==> config.mk <==
export PLATFORM = sky130hd
export DESIGN_NAME = fpu_unit
export DESIGN_NICKNAME = d
export VERILOG_FILES = /design/src/rtl/fpu_pkg.sv /design/src/rtl/fpu_decode.sv /design/src/rtl/fp_add_pipe.sv /design/src/rtl/fp_mul_pipe.sv /design/src/rtl/fpu_result.sv /design/src/rtl/fpu_unit.sv
export VERILOG_INCLUDE_DIRS = /design/src /design/src/rtl
export SDC_FILE = /design/constraint.sdc
export NUM_CORES = 2
export LEC_CHECK = 0
export ABC_AREA = 1
export BUFFER_PORTS_ARGS = -buffer_cell sky130_fd_sc_hd__buf_2
export CAP_MARGIN = 10
export CORE_MARGIN = 10
export CORE_UTILIZATION = 55
export DETAILED_ROUTE_END_ITERATION = 10
export PLACE_DENSITY = 0.83
export SLEW_MARGIN = 10
export SYNTH_ARGS = -nofsm -noshare
export SYNTH_HDL_FRONTEND = slang
export SYNTH_SLANG_ARGS = --single-unit
==> constraint.sdc <==
create_clock -name clk_in -period 8 [get_ports clk_in]
set_input_delay 0.8 -clock clk_in [delete_from_list [all_inputs] [get_ports clk_in]]
set_output_delay 0.8 -clock clk_in [all_outputs]
set_load 0.1 [all_outputs]
==> src/rtl/fpu_cfg.svh <==
`ifndef FPU_CFG_SVH
`define FPU_CFG_SVH

// operand and tag widths
`define FPU_WORD_W 32
`define FPU_PREG_W 6
`define FPU_ROB_W 5

// cycles from accepted packet to pipe result
`define FPU_ADD_LAT 2
`define FPU_MUL_LAT 3

`endif

==> src/rtl/fpu_pkg.sv <==
`include "fpu_cfg.svh"

package fpu_pkg;

    typedef enum logic [3:0] {
        UOP_NOP  = 4'd0,
        UOP_ADD  = 4'd1,
        UOP_SUB  = 4'd2,
        UOP_MUL  = 4'd3,
        UOP_LOAD = 4'd4,
        UOP_STOR = 4'd5,
        UOP_BR   = 4'd6,
        UOP_FADD = 4'd8,
        UOP_FSUB = 4'd9,
        UOP_FMUL = 4'd10
    } uop_e;

    typedef enum logic [1:0] {
        PENDING = 2'd0,
        DONE    = 2'd1,
        FAULT   = 2'd2
    } rob_status_e;

    // single precision fields
    typedef struct packed {
        logic       sign;
        logic [7:0] exp;
        logic [22:0] man;
    } fp_fields_t;

    typedef union packed {
        logic [`FPU_WORD_W-1:0] raw;
        fp_fields_t             f;
    } fp_word_u;

    typedef struct packed {
        logic [`FPU_PREG_W-1:0] preg;
        logic [`FPU_ROB_W-1:0]  rob_ptr;
    } fpu_tag_t;

    typedef struct packed {
        logic                   valid;
        uop_e                   uop;
        logic [`FPU_WORD_W-1:0] r1_val;
        logic [`FPU_WORD_W-1:0] r2_val;
        fpu_tag_t               tag;
    } exec_packet_t;

    typedef struct packed {
        logic     valid;
        fp_word_u a;
        fp_word_u b;
        fpu_tag_t tag;
    } fp_issue_t;

    typedef struct packed {
        logic                   valid;
        logic [`FPU_WORD_W-1:0] value;
        fpu_tag_t               tag;
    } fp_result_t;

    typedef struct packed {
        logic                   en;
        logic [`FPU_PREG_W-1:0] index;
        logic [`FPU_WORD_W-1:0] data;
    } regfile_write_t;

    typedef struct packed {
        logic                  valid;
        logic [`FPU_ROB_W-1:0] ptr;
        rob_status_e           status;
    } rob_writeback_t;

endpackage

==> src/rtl/fpu_decode.sv <==
module fpu_decode (
    input  logic                 clk_in,
    input  logic                 rst,
    input  logic                 flush,
    input  fpu_pkg::exec_packet_t insn_in,
    output logic                 ready_out,
    output fpu_pkg::fp_issue_t   add_issue,
    output fpu_pkg::fp_issue_t   mul_issue
);

    logic              is_fadd;
    logic              is_fsub;
    logic              is_fmul;
    logic              accept;
    logic              add_vld_q;
    logic              mul_vld_q;
    fpu_pkg::fp_word_u b_cond;
    fpu_pkg::fp_word_u a_q;
    fpu_pkg::fp_word_u b_q;
    fpu_pkg::fpu_tag_t tag_q;

    assign is_fadd = insn_in.uop == fpu_pkg::UOP_FADD;
    assign is_fsub = insn_in.uop == fpu_pkg::UOP_FSUB;
    assign is_fmul = insn_in.uop == fpu_pkg::UOP_FMUL;

    // multiply issued last cycle, so an add now would finish alongside it
    assign ready_out = ~mul_vld_q;
    assign accept    = insn_in.valid && ready_out && (is_fadd || is_fsub || is_fmul);

    // subtract is add with the sign of r2 flipped
    always_comb begin
        b_cond.raw = insn_in.r2_val;
        if (is_fsub) begin
            b_cond.f.sign = ~b_cond.f.sign;
        end
    end

    always_ff @(posedge clk_in) begin
        if (rst || flush) begin
            add_vld_q <= 1'b0;
            mul_vld_q <= 1'b0;
        end else begin
            add_vld_q <= accept && (is_fadd || is_fsub);
            mul_vld_q <= accept && is_fmul;
        end
    end

    // one op per cycle, so both pipes share the operand register
    always_ff @(posedge clk_in) begin
        if (accept) begin
            a_q.raw <= insn_in.r1_val;
            b_q     <= b_cond;
            tag_q   <= insn_in.tag;
        end
    end

    assign add_issue = '{valid: add_vld_q, a: a_q, b: b_q, tag: tag_q};
    assign mul_issue = '{valid: mul_vld_q, a: a_q, b: b_q, tag: tag_q};

endmodule

==> src/rtl/fp_add_pipe.sv <==
`include "fpu_cfg.svh"

module fp_add_pipe (
    input  logic                clk_in,
    input  logic                rst,
    input  logic                flush,
    input  fpu_pkg::fp_issue_t  issue,
    output fpu_pkg::fp_result_t res
);

    fpu_pkg::fp_word_u      op_big;
    fpu_pkg::fp_word_u      op_small;
    logic [23:0]            m_big;
    logic [23:0]            m_small;
    logic [23:0]            m_shift;
    logic [7:0]             exp_diff;
    logic                   s1_sign;
    logic [7:0]             s1_exp;
    logic [24:0]            s1_sum;
    logic [4:0]             lz;
    logic [23:0]            shifted;
    fpu_pkg::fp_word_u      norm;
    logic [`FPU_WORD_W-1:0] out_q;
    logic [`FPU_ADD_LAT-1:0] vld_pipe;
    fpu_pkg::fpu_tag_t      tag_pipe [`FPU_ADD_LAT];

    function automatic logic [4:0] lzc24(input logic [23:0] v);
        logic [4:0] n;
        n = 5'd24;
        for (int i = 0; i < 24; i++) begin
            if (v[i]) begin
                n = 5'(23 - i);
            end
        end
        return n;
    endfunction

    // stage 1: order by magnitude and align
    always_comb begin
        if (issue.b.raw[30:0] > issue.a.raw[30:0]) begin
            op_big   = issue.b;
            op_small = issue.a;
        end else begin
            op_big   = issue.a;
            op_small = issue.b;
        end
        // denormals read as zero
        m_big    = (op_big.f.exp != 8'd0) ? {1'b1, op_big.f.man} : 24'd0;
        m_small  = (op_small.f.exp != 8'd0) ? {1'b1, op_small.f.man} : 24'd0;
        exp_diff = op_big.f.exp - op_small.f.exp;
        m_shift  = (exp_diff > 8'd23) ? 24'd0 : m_small >> exp_diff;
    end

    always_ff @(posedge clk_in) begin
        s1_sign <= op_big.f.sign;
        s1_exp  <= op_big.f.exp;
        if (op_big.f.sign == op_small.f.sign) begin
            s1_sum <= {1'b0, m_big} + {1'b0, m_shift};
        end else begin
            s1_sum <= {1'b0, m_big} - {1'b0, m_shift};
        end
    end

    // stage 2: normalize, truncate
    always_comb begin
        lz       = lzc24(s1_sum[23:0]);
        shifted  = s1_sum[23:0] << lz;
        norm.raw = '0;
        if (s1_sum[24]) begin
            norm.f.sign = s1_sign;
            norm.f.exp  = s1_exp + 8'd1;
            norm.f.man  = s1_sum[23:1];
        end else if (s1_sum[23:0] != 24'd0 && s1_exp > {3'b0, lz}) begin
            norm.f.sign = s1_sign;
            norm.f.exp  = s1_exp - {3'b0, lz};
            norm.f.man  = shifted[22:0];
        end
        // cancellation or underflow stays +0
    end

    always_ff @(posedge clk_in) begin
        out_q <= norm.raw;
    end

    always_ff @(posedge clk_in) begin
        if (rst || flush) begin
            vld_pipe <= '0;
        end else begin
            vld_pipe <= {vld_pipe[`FPU_ADD_LAT-2:0], issue.valid};
        end
    end

    always_ff @(posedge clk_in) begin
        tag_pipe[0] <= issue.tag;
        for (int i = 1; i < `FPU_ADD_LAT; i++) begin
            tag_pipe[i] <= tag_pipe[i-1];
        end
    end

    assign res = '{
        valid: vld_pipe[`FPU_ADD_LAT-1],
        value: out_q,
        tag:   tag_pipe[`FPU_ADD_LAT-1]
    };

endmodule

==> src/rtl/fp_mul_pipe.sv <==
`include "fpu_cfg.svh"

module fp_mul_pipe (
    input  logic                clk_in,
    input  logic                rst,
    input  logic                flush,
    input  fpu_pkg::fp_issue_t  issue,
    output fpu_pkg::fp_result_t res
);

    logic                    s1_sign;
    logic signed [9:0]       s1_exp;
    logic                    s1_zero;
    logic [23:0]             s1_ma;
    logic [23:0]             s1_mb;
    logic                    s2_sign;
    logic signed [9:0]       s2_exp;
    logic                    s2_zero;
    logic [47:0]             s2_prod;
    logic signed [9:0]       e_norm;
    logic [22:0]             prod_man;
    fpu_pkg::fp_word_u       norm;
    logic [`FPU_WORD_W-1:0]  out_q;
    logic [`FPU_MUL_LAT-1:0] vld_pipe;
    fpu_pkg::fpu_tag_t       tag_pipe [`FPU_MUL_LAT];

    // stage 1: sign and biased exponent sum
    always_ff @(posedge clk_in) begin
        s1_sign <= issue.a.f.sign ^ issue.b.f.sign;
        s1_exp  <= $signed({2'b0, issue.a.f.exp}) + $signed({2'b0, issue.b.f.exp})
                   - 10'sd127;
        s1_zero <= (issue.a.f.exp == 8'd0) || (issue.b.f.exp == 8'd0);
        s1_ma   <= {1'b1, issue.a.f.man};
        s1_mb   <= {1'b1, issue.b.f.man};
    end

    // stage 2: mantissa product
    always_ff @(posedge clk_in) begin
        s2_sign <= s1_sign;
        s2_exp  <= s1_exp;
        s2_zero <= s1_zero;
        s2_prod <= {24'b0, s1_ma} * {24'b0, s1_mb};
    end

    // stage 3: product is in [1,4), so at most one bit of shift
    always_comb begin
        e_norm   = s2_exp + (s2_prod[47] ? 10'sd1 : 10'sd0);
        prod_man = s2_prod[47] ? s2_prod[46:24] : s2_prod[45:23];
        norm.raw = '0;
        if (!s2_zero && e_norm > 10'sd0) begin
            norm.f.sign = s2_sign;
            norm.f.exp  = e_norm[7:0];
            norm.f.man  = prod_man;
        end
    end

    always_ff @(posedge clk_in) begin
        out_q <= norm.raw;
    end

    always_ff @(posedge clk_in) begin
        if (rst || flush) begin
            vld_pipe <= '0;
        end else begin
            vld_pipe <= {vld_pipe[`FPU_MUL_LAT-2:0], issue.valid};
        end
    end

    always_ff @(posedge clk_in) begin
        tag_pipe[0] <= issue.tag;
        for (int i = 1; i < `FPU_MUL_LAT; i++) begin
            tag_pipe[i] <= tag_pipe[i-1];
        end
    end

    assign res = '{
        valid: vld_pipe[`FPU_MUL_LAT-1],
        value: out_q,
        tag:   tag_pipe[`FPU_MUL_LAT-1]
    };

endmodule

==> src/rtl/fpu_result.sv <==
module fpu_result (
    input  fpu_pkg::fp_result_t     add_res,
    input  fpu_pkg::fp_result_t     mul_res,
    output fpu_pkg::regfile_write_t reg_pkt_out,
    output fpu_pkg::rob_writeback_t writeback_out
);

    fpu_pkg::fp_result_t sel;

    // never both valid, decode spaces them out
    always_comb begin
        sel           = add_res.valid ? add_res : mul_res;
        reg_pkt_out   = '0;
        writeback_out = '0;
        if (sel.valid) begin
            reg_pkt_out.en       = 1'b1;
            reg_pkt_out.index    = sel.tag.preg;
            reg_pkt_out.data     = sel.value;
            writeback_out.valid  = 1'b1;
            writeback_out.ptr    = sel.tag.rob_ptr;
            writeback_out.status = fpu_pkg::DONE;
        end
    end

endmodule

==> src/rtl/fpu_unit.sv <==
module fpu_unit (
    input  logic                    clk_in,
    input  logic                    rst,
    input  logic                    flush,
    input  fpu_pkg::exec_packet_t   insn_in,
    output logic                    ready_out,
    output fpu_pkg::regfile_write_t reg_pkt_out,
    output fpu_pkg::rob_writeback_t writeback_out
);

    fpu_pkg::fp_issue_t  add_issue;
    fpu_pkg::fp_issue_t  mul_issue;
    fpu_pkg::fp_result_t add_res;
    fpu_pkg::fp_result_t mul_res;

    fpu_decode fpu_decode_inst (
        .clk_in    (clk_in),
        .rst       (rst),
        .flush     (flush),
        .insn_in   (insn_in),
        .ready_out (ready_out),
        .add_issue (add_issue),
        .mul_issue (mul_issue)
    );

    fp_add_pipe fp_add_pipe_inst (
        .clk_in (clk_in),
        .rst    (rst),
        .flush  (flush),
        .issue  (add_issue),
        .res    (add_res)
    );

    fp_mul_pipe fp_mul_pipe_inst (
        .clk_in (clk_in),
        .rst    (rst),
        .flush  (flush),
        .issue  (mul_issue),
        .res    (mul_res)
    );

    fpu_result fpu_result_inst (
        .add_res       (add_res),
        .mul_res       (mul_res),
        .reg_pkt_out   (reg_pkt_out),
        .writeback_out (writeback_out)
    );

endmodule

* After elaboration in Yosys (flattened, before gate mapping)
Memories as Yosys holds them, arrays and structs flattened.
Cells that the tools add are included.
** Storage, ports and cells
- Bits in registers :: 298
- Memory bits (writable) :: 55
- Input port bits :: 83
- Output and inout port bits :: 48
- Word-level logic and storage cells :: 100
- Memories :: 2
** Memories
- fp_mul_pipe_inst.tag_pipe :: words 3, bits a word 11, rd ports 3, clocked after memory_dff 0, write ports 3, RTL line fp_mul_pipe.sv:25 : fpu_pkg::fpu_tag_t tag_pipe [`FPU_MUL_LAT];
- fp_add_pipe_inst.tag_pipe :: words 2, bits a word 11, rd ports 2, clocked after memory_dff 0, write ports 2, RTL line fp_add_pipe.sv:25 : fpu_pkg::fpu_tag_t tag_pipe [`FPU_ADD_LAT];
** Operators by class
- Add/subtract/negate cells :: 8
- Multiply operators :: 1
- Magnitude comparators :: 4
- Equal/unequal tests :: 4
- Shifts and indexed selects :: 2
- Multiplexer cells :: 38
- Bitwise gates (word level) :: 3
- Reduce and logical (&&, ||, !) cells :: 16
** Operator list (count)
- $mux W32 :: 4
- $mux W5 :: 16
- $mux W24 :: 3
- $mul A24 B24 Y48 :: 1
- $mux W44 :: 1
- $mux W39 :: 1
- $mux W4 :: 8
- $gt A31 B31 Y1 :: 1
- $add A24 B24 Y25 :: 1
- $mux W25 :: 1
- $sub A24 B24 Y25 :: 1
- $reduce_bool A24 Y1 :: 1
- $shl A24 B5 Y23 :: 1
- $shr A24 B8 Y24 :: 1
- $mux W23 :: 1
- $logic_not A8 Y1 :: 2
- $reduce_bool A8 Y1 :: 2
- $eq A4 B4 Y1 const B :: 3
- $add A10 B10 Y10 :: 1
- $gt A10 B1 Y1 const B :: 1
- $sub A10 B8 Y10 const B :: 1
- $add A8 B8 Y9 :: 1
- $add A8 B1 Y8 const B :: 1
- $gt A8 B5 Y1 :: 1
- 11 further kinds :: 21

* Depth between registers and ports, before layout
- Depth in word-level cells :: 28
- Mapped depth :: 64
- Depth with buffers taken out :: 63

* Hierarchy
A second synthesis with hierarchy kept.
** Second synthesis, totals
- Cell total of the unflattened synthesis :: 4797
- Area total of the unflattened synthesis :: 36626.4 um^2
** By module, submodules not included
- fp_mul_pipe :: times used 1, cells an instance 2960, area an instance 23941.7 um^2
- fp_add_pipe :: times used 1, cells an instance 1448, area an instance 8795.9 um^2
- fpu_decode :: times used 1, cells an instance 174, area an instance 2957.8 um^2
- fpu_result :: times used 1, cells an instance 215, area an instance 930.9 um^2

* Worst setup path after synthesis
Ideal clock, no wire load.
- Kind :: input port to flip-flop
- From :: input insn_in[78] in the netlist's numbering
- To :: register fpu_decode_inst.a_q[0] in the netlist's numbering (enable)
- Arrival time :: 6503 ps
- Data required time :: 7377 ps
- Slack :: 874 ps
- Cell stages on the path :: 4
- Buffers on the path :: 0
- Cell sequence :: inv_1 > nor2_1 > nand2_1 > a21boi_0
** On the way
- Word-level cells in the longest chain between the ends :: 4
** Ends and longest elaborated chain
- start: declaration :: RTL line fpu_unit.sv:5 : input fpu_pkg::exec_packet_t insn_in,
- $eq A4 B4 Y1 (on tied branches) :: RTL line fpu_decode.sv:22, fpu_decode.sv:23
- $logic_or A1 B1 Y1 :: RTL line fpu_decode.sv:28 : assign accept = insn_in.valid && ready_out && (is_fadd || is_fsub || is_fmul);
- $logic_or A1 B1 Y1 (*) :: RTL line fpu_decode.sv:28
- $logic_and A1 B1 Y1 (*) :: RTL line fpu_decode.sv:28
- named net fpu_decode_inst.accept :: RTL line fpu_decode.sv:14 : logic accept;
- end: declaration :: RTL line fpu_decode.sv:18 : fpu_pkg::fp_word_u a_q;
Mark *: on every way through the listed nets, which the timed path passes. The rest lies on a longest branch.
A chain may end at the register's enable or synchronous reset.

* Worst setup path after layout
- From :: register fp_mul_pipe_inst.s1_mb[9]
- To :: register fp_mul_pipe_inst.s2_prod[45]
** On the way
- Word-level cells in the longest chain between the ends :: 1
** Ends and longest elaborated chain
- start: declaration :: RTL line fp_mul_pipe.sv:15 : logic [23:0] s1_mb;
- start signal: assignment :: RTL line fp_mul_pipe.sv:34 : s1_mb <= {1'b1, issue.b.f.man};
- $mul A24 B24 Y48 :: RTL line fp_mul_pipe.sv:42 : s2_prod <= {24'b0, s1_ma} * {24'b0, s1_mb};
- end signal: assignment :: RTL line fp_mul_pipe.sv:42
- end: declaration :: RTL line fp_mul_pipe.sv:19 : logic [47:0] s2_prod;
Every way passes these cells.

==> reports/metrics.csv <==
stage,metric,value,unit
routing,first drt pass iteration count,8,
routing,total wire length,95.7,mm
synthesis,Main synth FF type,dfxtp_1,
timing,Worst Skew,0.0339,ns
routing,Starting DRT DRC Count,2837,
placed_design,Placed Cells incl. Taps,5141,
cts,H-tree levels,2,
cts,clk buf depth,3,
routing,DRC,0,
synthesis,"area leader, netlist",fa_1,
timing,relative slew slack,0.255,
synthesis,Area contributors post-synth,"fa_1, dfxtp_1, nand2_1",
synthesis,Syn Std Cell Area,33900,um^2
worst_setup_path,CP max FO,19,
worst_setup_path,Worst Path Arrival,8.09,ns
finish,fillers,5062,
routing,DR WL/cell,18.4,um
timing,Fmax,0.131,GHz
routing,final antenna-violating net count,0,
finish,proportion of layout cells with a drive suffix above 1,0.0780,
global_routing,total gr overflow,0,
worst_setup_path,CP startpoint kind,register,
finish,Final Non-Filler Cells,5205,
cts,clock-pin slew on the worst setup and hold paths,0.06,ns
cts,cts hold-fix bufs,0,
synthesis,cell count after synthesis,4318,
finish,post-route cell area,36800,um^2
hold_path,Hold WC Path Type,register to register,
finish,# diodes,0,
timing,fin crit period,7.66,ns
routing,routed via count,28600,
synthesis,sequential cell area fraction in the yosys report,0.204,
placed_design,DP Wirelength,77.2,mm
cts,CTS root buf,clkbuf_16,
synthesis,Syn Area/Cell,7.86,um^2
floorplan,Die Height,268,um
synthesis,Syn Nets,5128,
cts,CTS tree,built,
floorplan,Die W,268,um
finish,sequential cell area,6920,um^2
finish,Area Overhead vs Synth,8.57,%
timing,Worst Tran Pin Value,1.12,ns
floorplan,starting density of the core,0.559,
synthesis,post-synthesis cell type count,56,
cts,CTS buffer count,34,
timing,"Setup violations, final",0,
finish,# nets final,5208,
floorplan,I/O Pins,131,
timing,unrepaired setup endpoints after global routing,yes,
finish,final core utilization,0.607,
floorplan,Cell Rows,90,
global_routing,total track usage,0.267,
floorplan,Die ar.,72000,um^2
placed_design,PortBufs,129,
worst_setup_path,worst setup path class,register to register,
global_routing,initial antenna violation count,0,
finish,Multi-input gate area,22500,um^2
cts,clock latency on the worst-skew pair,0.56,ns
timing,worst hold margin,0.326,ns
synthesis,"flops & latches, synth",308,
floorplan,CORE AREA,60700,um^2
worst_setup_path,Worst Setup End Kind,register,
job,# Max-Cap Violations,0,
cts,clock sinks,308,
synthesis,Synth async-reset ratio,0,
outcome,run status,completed,
worst_setup_path,Required @ worst endpoint,8.42,ns
synthesis,Synth Warn #,0,
global_routing,wire length of the first global-routing pass,152,mm
timing,"Hold Vio Cnt, Final",0,
placed_design,Routability Congestion,1.03,
synthesis,Yosys top cell area share,0.286,
global_routing,vias in the first global route,29200,
timing,Slew Limit Fails,0,
global_routing,largest net degree at the start of global routing,80,
timing,Final period util,0.958,
placed_design,DP Area,35600,um^2
routing,Via density,5.49,
synthesis,Post-synth EDFFs,75,
==> path summary, 6_finish.rpt <==
path | from | to | slack (ns) | cells after the start
worst max-delay path | fp_mul_pipe_inst.s1_mb[9] | fp_mul_pipe_inst.s2_prod[45] | 0.34 | 23
worst min-delay path | fp_mul_pipe_inst.s1_exp[7] | fp_mul_pipe_inst.s2_exp[7] | 0.33 | 0
worst max register to register | fp_mul_pipe_inst.s1_mb[9] | fp_mul_pipe_inst.s2_prod[45] | 0.34 | 23
worst min register to register | fp_mul_pipe_inst.s1_exp[7] | fp_mul_pipe_inst.s2_exp[7] | 0.33 | 0
==> Yosys cell counts, types with 10 or more instances <==
cell / n
nand3_1: 151
buf_2: 20
o22ai_1: 20
nand2_1: 1047
fa_1: 484
xor2_1: 67
nor2_1: 237
edfxtp_1: 75
o21ai_0: 141
inv_1: 984
nor3_1: 19
nand4_1: 69
ha_1: 243
dfxtp_1: 233
o211ai_1: 10
a211oi_1: 33
a21oi_1: 173
clkbuf_1: 148
xnor2_1: 28
buf_1: 10
nand2_2: 17
==> critical path, stage by stage (launching register included) <==
cell      delay [ns]
dfxtp_1         1.00
nand2_1         0.19
fa_1            0.59
inv_1           0.08
fa_1            0.53
inv_1           0.05
fa_1            0.50
fa_1            0.60
fa_1            0.44
fa_1            0.49
inv_1           0.05
fa_1            0.43
ha_1            0.35
a21oi_1         0.32
o21ai_0         0.17
a21oi_1         0.14
nand3_1         0.18
a21oi_1         0.31
o31ai_1         0.16
a21oi_1         0.27
inv_1           0.08
a21oi_1         0.26
o221ai_1        0.17
xor2_1          0.17
==> stage by stage <==
step                      setup slack [ns]  TNS [ns]
after global placement               0.340         0
after detailed placement             0.375         0
after global routing               -0.0191   -0.0191
after floorplan                      0.874         0
final                                0.339         0
after CTS                            0.311         0
==> cell usage in the layout (no fill, tap or decap), types with 33 or more instances in the layout <==
cell       instances
nand2_1         1047
inv_1            984
fa_1             484
ha_1             242
nor2_1           235
dfxtp_1          231
a21oi_1          172
nand3_1          151
o21ai_0          135
buf_2            129
buf_4             98
edfxtp_1          75
nand4_1           69
xor2_1            66
clkbuf_16         36
a211oi_1          33
==> repair_timing <==
item                                    in CTS  in global routing
gates resized for setup                      0                 17
setup buffers                                0                  3
endpoints found under the setup margin       0                  9
==> state kept, by name, summed over array words and instances (netlist names), 11 cells and up <==
signal                     count
fp_add_pipe_inst.out_q        32
fp_add_pipe_inst.s1_sum       25
fp_add_pipe_inst.tag_pipe     21
fp_mul_pipe_inst.out_q        32
fp_mul_pipe_inst.s1_ma        23
fp_mul_pipe_inst.s1_mb        23
fp_mul_pipe_inst.s2_prod      25
fp_mul_pipe_inst.tag_pipe     12
fpu_decode_inst.a_q           32
fpu_decode_inst.add_issue     11
fpu_decode_inst.b_q           32
==> metal layers <==
layer  wire, um  part of all wire  GRT usage  vias to the layer above
met4       4270             0.045      0.121                        0
met3       9770              0.10     0.0603                      264
met2      44200              0.46      0.430                     1448
li1           -                 -          -                    13200
met1      37500              0.39      0.341                    13700
met5          0                 0          0                        -
==> cell families (layout without fill, tap and decap cells) <==
logic type,count (synthesis),count (layout),share of synthesized area
AOI/OAI and AO/OA,427,427,0.0705
xor gates and xnor gates,96,96,0.0250
adders and majority gates,727,727,0.375
buffers and inverters,1182,1287,0.133
DFF,308,308,0.204
muxes,5,5,0.00151
other,1,1,0.000111
and+or+nand+nor,1572,1572,0.191
==> cell type report <==
cell class,count,area share
sequential,308,0.188
timing repair buffer,233,0.0404
tap,782,0.0266
clock inverter,18,0.00571
clock buffer,43,0.0263
multi-input combinational,2828,0.612
inverter,993,0.101
Power is left out: the tool's default activity adds up to more than one toggle a clock period on the data nets, which glitch-free logic cannot reach.
